===== config.mk =====
export PLATFORM = sky130hd
export DESIGN_NAME = pifo_node_top
export DESIGN_NICKNAME = d
export VERILOG_FILES = /design/src/pifo_pkg.sv /design/src/pifo_row_if.sv /design/src/pifo_node_ctrl.sv /design/src/pifo_min_select.sv /design/src/pifo_row_update.sv /design/src/pifo_row_ram.sv /design/src/pifo_node_top.sv
export SDC_FILE = /design/constraint.sdc
export NUM_CORES = 2
export LEC_CHECK = 0
export ABC_AREA = 0
export BUFFER_PORTS_ARGS = -buffer_cell sky130_fd_sc_hd__buf_4
export CELL_PAD_IN_SITES_DETAIL_PLACEMENT = 2
export CELL_PAD_IN_SITES_GLOBAL_PLACEMENT = 2
export CORE_MARGIN = 2
export CORE_UTILIZATION = 30
export CTS_CLUSTER_SIZE = 40
export DETAILED_ROUTE_END_ITERATION = 10
export GPL_ROUTABILITY_DRIVEN = 0
export PLACE_DENSITY_LB_ADDON = 0.1
export SETUP_SLACK_MARGIN = 0.4
export SLEW_MARGIN = 20
export SYNTH_ARGS = -nofsm -noshare
export SYNTH_HDL_FRONTEND = slang
export SYNTH_SLANG_ARGS = --single-unit

===== constraint.sdc =====
create_clock -name i_clk -period 13.8 [get_ports i_clk]
set_clock_uncertainty 0.2 [all_clocks]
set_input_delay 0.69 -clock i_clk [delete_from_list [all_inputs] [get_ports i_clk]]
set_output_delay 0.69 -clock i_clk [all_outputs]
set_load 0.005 [all_outputs]

===== src/pifo_pkg.sv =====
`default_nettype none

package pifo_pkg;

   // -------------------------------------------------------------------------
   // Widths
   // -------------------------------------------------------------------------
   localparam int PTW     = 16;   // Priority value
   localparam int CTW     = 10;   // Items below and in an entry
   localparam int ADW     = 4;    // Row address, top may override
   localparam int N_PORTS = 4;    // Entries per row, one per child

   typedef logic [PTW-1:0]             value_t;
   typedef logic [CTW-1:0]             count_t;
   typedef logic [$clog2(N_PORTS)-1:0] port_t;

   // All ones marks an unused entry
   localparam value_t EMPTY_VALUE = '1;

   // -------------------------------------------------------------------------
   // Row layout
   // -------------------------------------------------------------------------
   // Value in the low bits of each entry
   typedef struct packed {
      count_t count;
      value_t value;
   } entry_t;

   typedef entry_t [N_PORTS-1:0] row_t;   // Entry 0 in the low bits

   // -------------------------------------------------------------------------
   // Node FSM
   // -------------------------------------------------------------------------
   typedef enum logic [1:0] {
      IDLE = 2'b00,
      PUSH = 2'b01,   // Row update, optional child push
      POP  = 2'b11,   // Result out, child popped
      WB   = 2'b10    // Child answer written back
   } state_t;

endpackage

`default_nettype wire


===== src/pifo_row_if.sv =====
`timescale 1ns/1ps
`default_nettype none

// Row read and write between FSM, update logic and storage
interface pifo_row_if #(
   parameter int ADW = 4
) ();

   logic                 rd_en;
   logic [ADW-1:0]       rd_addr;
   pifo_pkg::row_t       rd_row;    // Valid the cycle after rd_en, held
   logic                 wr_en;
   logic [ADW-1:0]       wr_addr;
   pifo_pkg::row_t       wr_row;

   modport ctrl (output rd_en, rd_addr, wr_en, wr_addr);

   modport upd  (input rd_row, output wr_row);

   modport ram  (input rd_en, rd_addr, wr_en, wr_addr, wr_row,
                 output rd_row);

endinterface

`default_nettype wire


===== src/pifo_node_ctrl.sv =====
`timescale 1ns/1ps
`default_nettype none

module pifo_node_ctrl #(
   parameter int ADW = 4
) (
   input  logic             i_clk,
   input  logic             i_arst_n,
   input  logic             i_push,          // Parent push pulse
   input  logic             i_pop,           // Parent pop pulse
   input  pifo_pkg::value_t i_push_value,
   input  logic [ADW-1:0]   i_my_addr,
   pifo_row_if.ctrl         row,
   output pifo_pkg::state_t o_state,
   output pifo_pkg::value_t o_push_latch,
   output logic [ADW-1:0]   o_node_addr
);

   pifo_pkg::state_t state;
   logic             accept;

   // -------------------------------------------------------------------------
   // Accept rule
   // -------------------------------------------------------------------------
   // Exactly one command, and not while the child pop is outstanding
   assign accept = (i_push ^ i_pop) && (state != pifo_pkg::POP);

   // -------------------------------------------------------------------------
   // State register
   // -------------------------------------------------------------------------
   always_ff @(posedge i_clk or negedge i_arst_n) begin
      if (!i_arst_n) begin
         state <= pifo_pkg::IDLE;
      end else if (accept) begin
         state <= i_push ? pifo_pkg::PUSH : pifo_pkg::POP;
      end else if (state == pifo_pkg::POP) begin
         state <= pifo_pkg::WB;            // Child answers next cycle
      end else begin
         state <= pifo_pkg::IDLE;
      end
   end

   // Command payload, kept until the next accepted command
   always_ff @(posedge i_clk) begin
      if (accept) begin
         o_push_latch <= i_push_value;
         o_node_addr  <= i_my_addr;
      end
   end

   // -------------------------------------------------------------------------
   // Row access
   // -------------------------------------------------------------------------
   // Read with the incoming address so the row is there next cycle
   assign row.rd_en   = accept;
   assign row.rd_addr = i_my_addr;

   // Write back to the row that was read for the current command
   assign row.wr_en   = (state == pifo_pkg::PUSH) || (state == pifo_pkg::WB);
   assign row.wr_addr = o_node_addr;

   assign o_state = state;

endmodule

`default_nettype wire


===== src/pifo_min_select.sv =====
`timescale 1ns/1ps
`default_nettype none

module pifo_min_select (
   input  pifo_pkg::row_t  i_row,
   output pifo_pkg::port_t o_min_count_port,   // Smallest subtree
   output pifo_pkg::port_t o_min_value_port    // Highest priority entry
);

   pifo_pkg::count_t min_count;
   pifo_pkg::value_t min_value;

   // -------------------------------------------------------------------------
   // Smallest subtree
   // -------------------------------------------------------------------------
   // Push target, keeps the four subtrees balanced
   always_comb begin
      min_count        = i_row[0].count;
      o_min_count_port = '0;
      for (int i = 1; i < pifo_pkg::N_PORTS; i++) begin
         // Strict compare so the lowest port wins a tie
         if (i_row[i].count < min_count) begin
            min_count        = i_row[i].count;
            o_min_count_port = pifo_pkg::port_t'(i);
         end
      end
   end

   // -------------------------------------------------------------------------
   // Smallest value
   // -------------------------------------------------------------------------
   // Empty entries read as all ones and lose to any stored value
   always_comb begin
      min_value        = i_row[0].value;
      o_min_value_port = '0;
      for (int i = 1; i < pifo_pkg::N_PORTS; i++) begin
         if (i_row[i].value < min_value) begin
            min_value        = i_row[i].value;
            o_min_value_port = pifo_pkg::port_t'(i);
         end
      end
   end

endmodule

`default_nettype wire


===== src/pifo_row_update.sv =====
`timescale 1ns/1ps
`default_nettype none

module pifo_row_update #(
   parameter int ADW = 4
) (
   input  pifo_pkg::state_t i_state,
   input  pifo_pkg::value_t i_push_latch,    // Value of the accepted push
   input  logic [ADW-1:0]   i_node_addr,
   input  pifo_pkg::value_t i_pop_value,     // Child answer, WB cycle
   pifo_row_if.upd          row,
   output logic             o_push,
   output pifo_pkg::value_t o_push_value,
   output logic             o_pop,
   output pifo_pkg::value_t o_pop_value,
   output logic [ADW+1:0]   o_child_addr
);

   pifo_pkg::port_t  min_count_port;
   pifo_pkg::port_t  min_value_port;
   pifo_pkg::port_t  port;       // Entry the current command works on
   pifo_pkg::entry_t sel;        // Its contents as read
   pifo_pkg::row_t   new_row;

   pifo_min_select pifo_min_select_inst (
      .i_row            (row.rd_row),
      .o_min_count_port (min_count_port),
      .o_min_value_port (min_value_port)
   );

   // Push follows subtree size, pop and write-back follow the head value.
   // rd_row is held from POP into WB, so both cycles see the same port.
   assign port = (i_state == pifo_pkg::PUSH) ? min_count_port : min_value_port;
   assign sel  = row.rd_row[port];

   assign o_child_addr = {i_node_addr, port};   // 4 * node + port

   // -------------------------------------------------------------------------
   // Row update and child commands
   // -------------------------------------------------------------------------
   always_comb begin
      new_row      = row.rd_row;
      o_push       = 1'b0;
      o_push_value = pifo_pkg::EMPTY_VALUE;
      o_pop        = 1'b0;
      o_pop_value  = pifo_pkg::EMPTY_VALUE;

      case (i_state)
         pifo_pkg::PUSH: begin
            new_row[port].count = sel.count + 1'b1;
            if (sel.value == pifo_pkg::EMPTY_VALUE) begin
               new_row[port].value = i_push_latch;   // Free slot, child untouched
            end else if (i_push_latch < sel.value) begin
               // New value takes the slot, stored one moves down
               new_row[port].value = i_push_latch;
               o_push              = 1'b1;
               o_push_value        = sel.value;
            end else begin
               o_push              = 1'b1;           // Stored value stays
               o_push_value        = i_push_latch;
            end
         end

         pifo_pkg::POP: begin
            o_pop       = 1'b1;
            o_pop_value = sel.value;
         end

         pifo_pkg::WB: begin
            new_row[port].value = i_pop_value;       // Child head moves up
            if (sel.count != '0) begin
               new_row[port].count = sel.count - 1'b1;
            end
         end

         default: begin
            // Idle, defaults hold
         end
      endcase
   end

   assign row.wr_row = new_row;

endmodule

`default_nettype wire


===== src/pifo_row_ram.sv =====
`timescale 1ns/1ps
`default_nettype none

module pifo_row_ram #(
   parameter int ADW = 4
) (
   input  logic    i_clk,
   input  logic    i_arst_n,
   pifo_row_if.ram row
);

   localparam int DEPTH = 1 << ADW;

   localparam pifo_pkg::entry_t EMPTY_ENTRY = {pifo_pkg::count_t'(0),
                                               pifo_pkg::EMPTY_VALUE};
   localparam pifo_pkg::row_t   EMPTY_ROW   = {pifo_pkg::N_PORTS{EMPTY_ENTRY}};

   pifo_pkg::row_t mem [DEPTH];

   // -------------------------------------------------------------------------
   // Storage and registered read
   // -------------------------------------------------------------------------
   always_ff @(posedge i_clk or negedge i_arst_n) begin
      if (!i_arst_n) begin
         for (int i = 0; i < DEPTH; i++) begin
            mem[i] <= EMPTY_ROW;          // Every node starts with no items
         end
         row.rd_row <= EMPTY_ROW;
      end else begin
         if (row.wr_en) begin
            mem[row.wr_addr] <= row.wr_row;
         end
         if (row.rd_en) begin
            // Write-first, a same-cycle write to this row is forwarded
            if (row.wr_en && (row.wr_addr == row.rd_addr)) begin
               row.rd_row <= row.wr_row;
            end else begin
               row.rd_row <= mem[row.rd_addr];
            end
         end
      end
   end

endmodule

`default_nettype wire


===== src/pifo_node_top.sv =====
`timescale 1ns/1ps
`default_nettype none

module pifo_node_top #(
   parameter int ADW = pifo_pkg::ADW
) (
   input  logic                     i_clk,
   input  logic                     i_arst_n,
   // Parent side
   input  logic                     i_push,
   input  logic                     i_pop,
   input  logic [pifo_pkg::PTW-1:0] i_push_value,
   output logic [pifo_pkg::PTW-1:0] o_pop_value,
   input  logic [ADW-1:0]           i_my_addr,
   // Child side
   output logic                     o_push,
   output logic [pifo_pkg::PTW-1:0] o_push_value,
   output logic                     o_pop,
   input  logic [pifo_pkg::PTW-1:0] i_pop_value,
   output logic [ADW+1:0]           o_child_addr
);

   pifo_pkg::state_t state;
   pifo_pkg::value_t push_latch;
   logic [ADW-1:0]   node_addr;

   pifo_row_if #(.ADW(ADW)) row_if ();

   // -------------------------------------------------------------------------
   // Command FSM, row update, row storage
   // -------------------------------------------------------------------------
   pifo_node_ctrl #(.ADW(ADW)) pifo_node_ctrl_inst (
      .i_clk        (i_clk),
      .i_arst_n     (i_arst_n),
      .i_push       (i_push),
      .i_pop        (i_pop),
      .i_push_value (i_push_value),
      .i_my_addr    (i_my_addr),
      .row          (row_if.ctrl),
      .o_state      (state),
      .o_push_latch (push_latch),
      .o_node_addr  (node_addr)
   );

   pifo_row_update #(.ADW(ADW)) pifo_row_update_inst (
      .i_state      (state),
      .i_push_latch (push_latch),
      .i_node_addr  (node_addr),
      .i_pop_value  (i_pop_value),
      .row          (row_if.upd),
      .o_push       (o_push),
      .o_push_value (o_push_value),
      .o_pop        (o_pop),
      .o_pop_value  (o_pop_value),
      .o_child_addr (o_child_addr)
   );

   pifo_row_ram #(.ADW(ADW)) pifo_row_ram_inst (
      .i_clk    (i_clk),
      .i_arst_n (i_arst_n),
      .row      (row_if.ram)
   );

endmodule

`default_nettype wire


======== Word-level counts from Yosys, hierarchy flattened ========
Index checks and enable logic that the tools add are counted.
W data, S select, Z words.
operators by class
  multipliers ............................. 0
  bitwise operators ....................... 3
  reduce and logical (&&, ||, !) cells .... 6
  equality and inequality tests ........... 6
  multiplexer cells ....................... 42
  divide/modulo/power cells ............... 0
  order comparisons ....................... 12
  add/subtract/negate cells ............... 2
  shift operators ......................... 0
operators with widths
  operator                 count
  $bwmux W1664             1
  $mux W104                7
  $bmux W104 S4            1
  $bwmux W104              4
  $demux W104 S4           1
  $pmux W104 S2            1
  $mux W16                 7
  $demux W26 S2            2
  $lt A16 B16 Y1           4
  $bmux W26 S2             1
  $mux W26                 2
  $lt A10 B10 Y1           3
  $mux W10                 2
  $eq A16 B16 Y1 const B   1
  $mux W2                  8
  $add A10 B1 Y10 const B  1
  $ge A5 B5 Y1 const B     2
  $not A4 Y5               2
  $reduce_bool A10 Y1      1
  $sub A10 B1 Y10 const B  1
  $lt A5 B1 Y1 const B     1
  $mux W1                  5
  $eq A2 B2 Y1 const B     2
  $eq A4 B4 Y1             1
  other kinds (7)          10
storage, ports and cells
  memories kept ........................... 0
  bits in registers ....................... 1790
  memory bits (read-only) ................. 0
  latch bits .............................. 0
  input port bits ......................... 40
  output and inout port bits .............. 40
  word-level logic and storage cells ...... 210
  memory bits (writable) .................. 0

======== Depth between registers and ports, before layout ========
  depth after elaboration ................. 17
  depth in mapped cells ................... 50
  depth with buffers taken out ............ 41

======== Modules after synthesis ========
A second synthesis with hierarchy kept.
unflattened totals
  cell total of the unflattened synthesis .. 7203
  area, all modules ....................... 89295.6 µm²
modules (own cells, without submodules)
  module           seq. area each (µm²)  cells each  area each (µm²)  instances
  pifo_row_ram     45603.7               6012        80195.7          1
  pifo_row_update  0.0                   835         5873.1           1
  pifo_min_select  0.0                   321         2479.9           1
  pifo_node_ctrl   650.6                 35          747.0            1

======== Least setup slack after synthesis ========
Ideal clock, no wire load.
  kind .................................... register to register
  start point ............................. register pifo_row_ram_inst.row.rd_row[2] (netlist name)
  end point ............................... register pifo_row_ram_inst.mem[1411] in the netlist's numbering
  buffers on the path ..................... 11
  period minus slack after synthesis ...... 11444 ps
  required time ........................... 13508 ps
  cell stages (with the launch flop) ...... 51
  arrival time ............................ 11152 ps
  path slack .............................. 2356 ps
  cells stage by stage .................... dfstp_2 clkbuf_1 inv_1 ha_1 a2111oi_4 nor4_4 nor3_1 clkbuf_1 mux2i_1 ha_1 a211oi_1 o211ai_1 a221oi_1 nand2_1 o211ai_4 clkbuf_1 nor2_1 a21oi_1 [... 15 more ...] o21ai_0 ha_1 a21o_1 a21o_1 a21o_1 a21o_1 a21o_1 a21o_1 a21oi_1 nand4_1 a21oi_1 a21oi_2 buf_2 buf_4 or3_1 a21boi_4 buf_4 o31ai_1
on the way
  word-level cells in the longest chain between the ends .. 16
  elaborated cells on any way between the ends .. 29
RTL lines
  element                                                                  line                   RTL
  parallel branches: the longest is 14 deep, another holds $lt A16 B16 Y1  --
  $pmux W104 S2 (*)                                                        pifo_row_update.sv:48  case (i_state)
  $bwmux W1664 (*)                                                         pifo_row_ram.sv:31     mem[row.wr_addr] <= row.wr_row;
  end signal, assigned by index                                            pifo_row_ram.sv:31
  end, declared                                                            pifo_row_ram.sv:18     pifo_pkg::row_t mem [DEPTH];
Every way passes the cells marked *. The select of a mux whose other input is x is not followed.
A chain may end at the register's enable or synchronous reset.

======== Final worst setup path ========
  start point ............................. register pifo_row_ram_inst.row.rd_row[15] (netlist name)
  end point ............................... output o_push_value[8] in the netlist's numbering
on the way
  word-level cells in the longest chain between the ends .. 13
  elaborated cells on any way between the ends .. 16
RTL lines
  element                             line                   RTL
  $lt A16 B16 Y1                      pifo_min_select.sv:37  if (i_row[i].value < min_value) begin
  $mux W16                            pifo_min_select.sv:37
  $lt A16 B16 Y1                      pifo_min_select.sv:37
  $mux W16                            pifo_min_select.sv:37
  $lt A16 B16 Y1                      pifo_min_select.sv:37
  $mux W2                             pifo_min_select.sv:37
  $mux W2                             pifo_row_update.sv:33  assign port = (i_state == pifo_pkg::PUSH) ? min_count_port : min_value_port;
  $bmux W26 S2 (*)                    pifo_row_update.sv:34  assign sel = row.rd_row[port];
  $mux W26 (not written as such) (*)  pifo_row_update.sv:34
  $lt A16 B16 Y1                      pifo_row_update.sv:53  end else if (i_push_latch < sel.value) begin
  $mux W16                            pifo_row_update.sv:53
  $mux W16 (*)                        pifo_row_update.sv:51  if (sel.value == pifo_pkg::EMPTY_VALUE) begin
  $mux W16 (*)                        pifo_row_update.sv:48
  end, declared                       pifo_node_top.sv:17    output logic [pifo_pkg::PTW-1:0] o_push_value,
Mark *: on every way between the ends. The rest lies on a longest branch, timed or not. The select of a mux whose other input is x is not followed.

==> flow_metrics.py <==
metrics = {
    "run_status": {
        "status": "complete, no violations",
    },
    "clocking": {
        "htree_levels": 4,
        "root_buffer": "clkbuf_16",
        "numClockSinks": 1790,
        "postCtsSetupBuffers": 0,
        "cts_tree": "built",
        "cts_buffer_depth": 4,
        "clkLatencyLatePin_ns": 0.91,
        "cts.clk_slew.worst_paths_ns": 0.06,
        "numCtsBuffers": 216,
    },
    "floorplan": {
        "fp.dieArea_um2": 295000,
        "die_y_um": 544,
        "fp-row-count": 198,
        "pin_count": 80,
        "fp.dieW_um": 544,
        "core_area_um2": 290000,
        "start_util_pct": 30.1,
    },
    "routing": {
        "drt_iter0_drc": 3701,
        "wirelength_um": 341000,
        "drt-wirelength-per-cell_um": 28.8,
        "routed_via_density": 5.50,
        "vias": 64900,
        "drtAntennaViolNets": 0,
        "first_pass_iters": 7,
        "route.detailed.drc": 0,
    },
    "finish": {
        "final_layout_size_suffix_gt1_share_pct": 31.1,
        "final_common_cell": "nand2_1",
        "nNetsFinal": 7870,
        "final_cell_mix": "1830 x nand2_1, 1341 x o21ai_0, 1088 x dfstp_2, 682 x dfrtp_1, 520 x mux4_2",
        "syn_to_final_growth_pct": 13.6,
        "fillerInstances": 30500,
    },
    "placed_design": {
        "dp_hpwl_um": 208000,
        "io_buffers": 79,
    },
    "setup_path": {
        "endpoint_kind": "output pin",
        "max_stage_delay_ns": 0.62,
        "cp.arrival_ns": 11.91,
        "path_class": "flip-flop to output pin",
        "cp_slowest_cell": "dfstp_2",
        "cp_max_fo": 43,
        "cpMostUsedCell": "a21o_1",
        "required_ns": 12.91,
        "start_kind": "flip-flop",
    },
    "synthesis": {
        "synthFlopType": "dfstp_2",
        "syn-cell-area_um2": 87300,
        "synth_cell_types": 103,
        "syn-instance-count": 7980,
        "ys_warn_count": 0,
        "synth.avg_cell_area_um2": 10.9,
        "synth_nets": 8112,
        "async_reset_ff_share_pct": 98.9,
        "ys_ff_latch": 1790,
        "ys_seq_area_share_pct": 53.0,
        "synth-edff-count": 20,
    },
    "timing": {
        "setup_viol": 0,
        "drv_slew": 0,
        "tightest_slew_ns": 1.24,
        "finalCritPeriodShare_pct": 92.8,
        "final.setup.tns_ns": 0,
        "fmax_mhz": 78.1,
        "rsz0062_at_grt": "false",
        "hold_violations": 0,
        "relSlewSlack_pct": 17.2,
        "min_period_ns": 12.80,
    },
    "hold_path": {
        "min_path_type": "input pin to flip-flop",
    },
    "global_route": {
        "antenna_found_initial": 3,
        "grt_overflow_total": 0,
        "grt_max_degree": 176,
        "grt_pass1_vias": 72100,
        "track_usage_pct": 23.1,
        "grt_pass1_wl_um": 512000,
    },
    "run": {
        "drv_cap": 0,
    },
}
[per-stage QoR]
| step | area, µm² | hold WS, ns | utilization (%) | setup slack [ns] | instances |
|---|---|---|---|---|---|
| after floorplan | 87300 | 0.194 | - | 2.36 | 7980 |
| after global placement | 91900 | 0.250 | 31.6 | 0.684 | 11400 |
| after detailed placement | 91900 | 0.258 | 31.7 | 0.574 | 11400 |
| after CTS | 99100 | 0.0299 | 34.1 | 0.465 | 11800 |
| after global routing | 99200 | 0.0526 | 34.2 | 0.387 | 11800 |
| final | 99200 | 0.109 | 34.2 | 0.997 | 11800 |
[final timing paths]
check,from,endpoint,slack (ns),depth (start not counted)
max,pifo_row_ram_inst.row.rd_row[15],o_push_value[8],1.0,42
min,i_my_addr[3],pifo_node_ctrl_inst.o_node_addr[3],0.11,1
max reg2reg,pifo_row_ram_inst.row.rd_row[15],pifo_row_ram_inst.mem[806],1.44,42
min reg2reg,pifo_row_ram_inst.mem[1597],pifo_row_ram_inst.mem[1597],0.26,2
max in group asynchronous,i_arst_n,pifo_row_ram_inst.mem[1195],9.92,5
min in group asynchronous,i_arst_n,pifo_row_ram_inst.mem[954],0.36,2
[worst max-delay path, delay by kind of cell (launching register included)]
family                     cells  cell delay (ns)
AOI/OAI and AO/OA             20             4.81
adders and majority gates      4             1.34
muxes                          1             0.38
DFF                            1             0.62
buffers and inverters          5             1.17
and+or+nand+nor               12             2.63
[metal layers]
metal	share of wire, %	up-vias	GRT usage (%)
met5	0	-	0
met4	2.1	0	4.93
met3	3.1	402	2.46
met2	49	1061	39.1
met1	46	35200	31.8
li1	-	28300	-
[state kept, by name (all words and copies together) (netlist names)]
name                              cells
pifo_node_ctrl_inst.o_node_addr       4
pifo_node_ctrl_inst.o_push_latch     16
pifo_node_ctrl_inst.o_state           2
pifo_row_ram_inst.mem              1664
pifo_row_ram_inst.row.rd_row        104
[repair_timing]
action | 4_1_cts | 5_1_grt
endpoints found under the hold margin | 117 | 0
pin swaps | 0 | 1
hold buffers | 19 | 0
gates resized for setup | 3 | 12
endpoints found under the setup margin | 16 | 482
[synthesized netlist by cell type, types with 37 or more instances]
| master | n | area, µm² |
|---|---|---|
| a22oi_1 | 115 | 863 |
| nor2_1 | 121 | 454 |
| o211ai_1 | 61 | 458 |
| nand2_1 | 1844 | 6920 |
| mux2_2 | 96 | 1080 |
| mux2i_1 | 53 | 531 |
| dfstp_2 | 1088 | 28600 |
| buf_2 | 47 | 235 |
| o21ai_0 | 1349 | 6750 |
| nand3_1 | 37 | 185 |
| ha_1 | 92 | 1150 |
| clkbuf_1 | 613 | 2300 |
| o21ai_1 | 166 | 831 |
| dfrtp_1 | 682 | 17100 |
| inv_1 | 45 | 169 |
| a21oi_1 | 192 | 961 |
| o31ai_1 | 283 | 2120 |
| or3_1 | 41 | 257 |
| buf_1 | 58 | 218 |
| mux4_2 | 520 | 11700 |
[cells by family after synthesis]
kind of cell / synth area share (%)
mux: 15.3
compound gates: 16.6
xor+xnor: 0.140
simple gates: 10.0
fa+ha+maj: 1.32
buf+inv: 3.68
flops: 53.0
[layout make-up]
type	instances	area (µm²)	share of cell area, %
flip-flops and latches	1790	46300	46.6
multi-input cells	5381	38200	38.5
clock buffers	338	6500	6.55
well taps	3900	4880	4.92
repair buffers	301	2620	2.64
clock inverters	54	536	0.540
inverters	48	195	0.197
diodes	6	15.0	0.0151
Power is not shown: default switching activity piles up to over one toggle a cycle in this logic, so the estimate is an artifact.
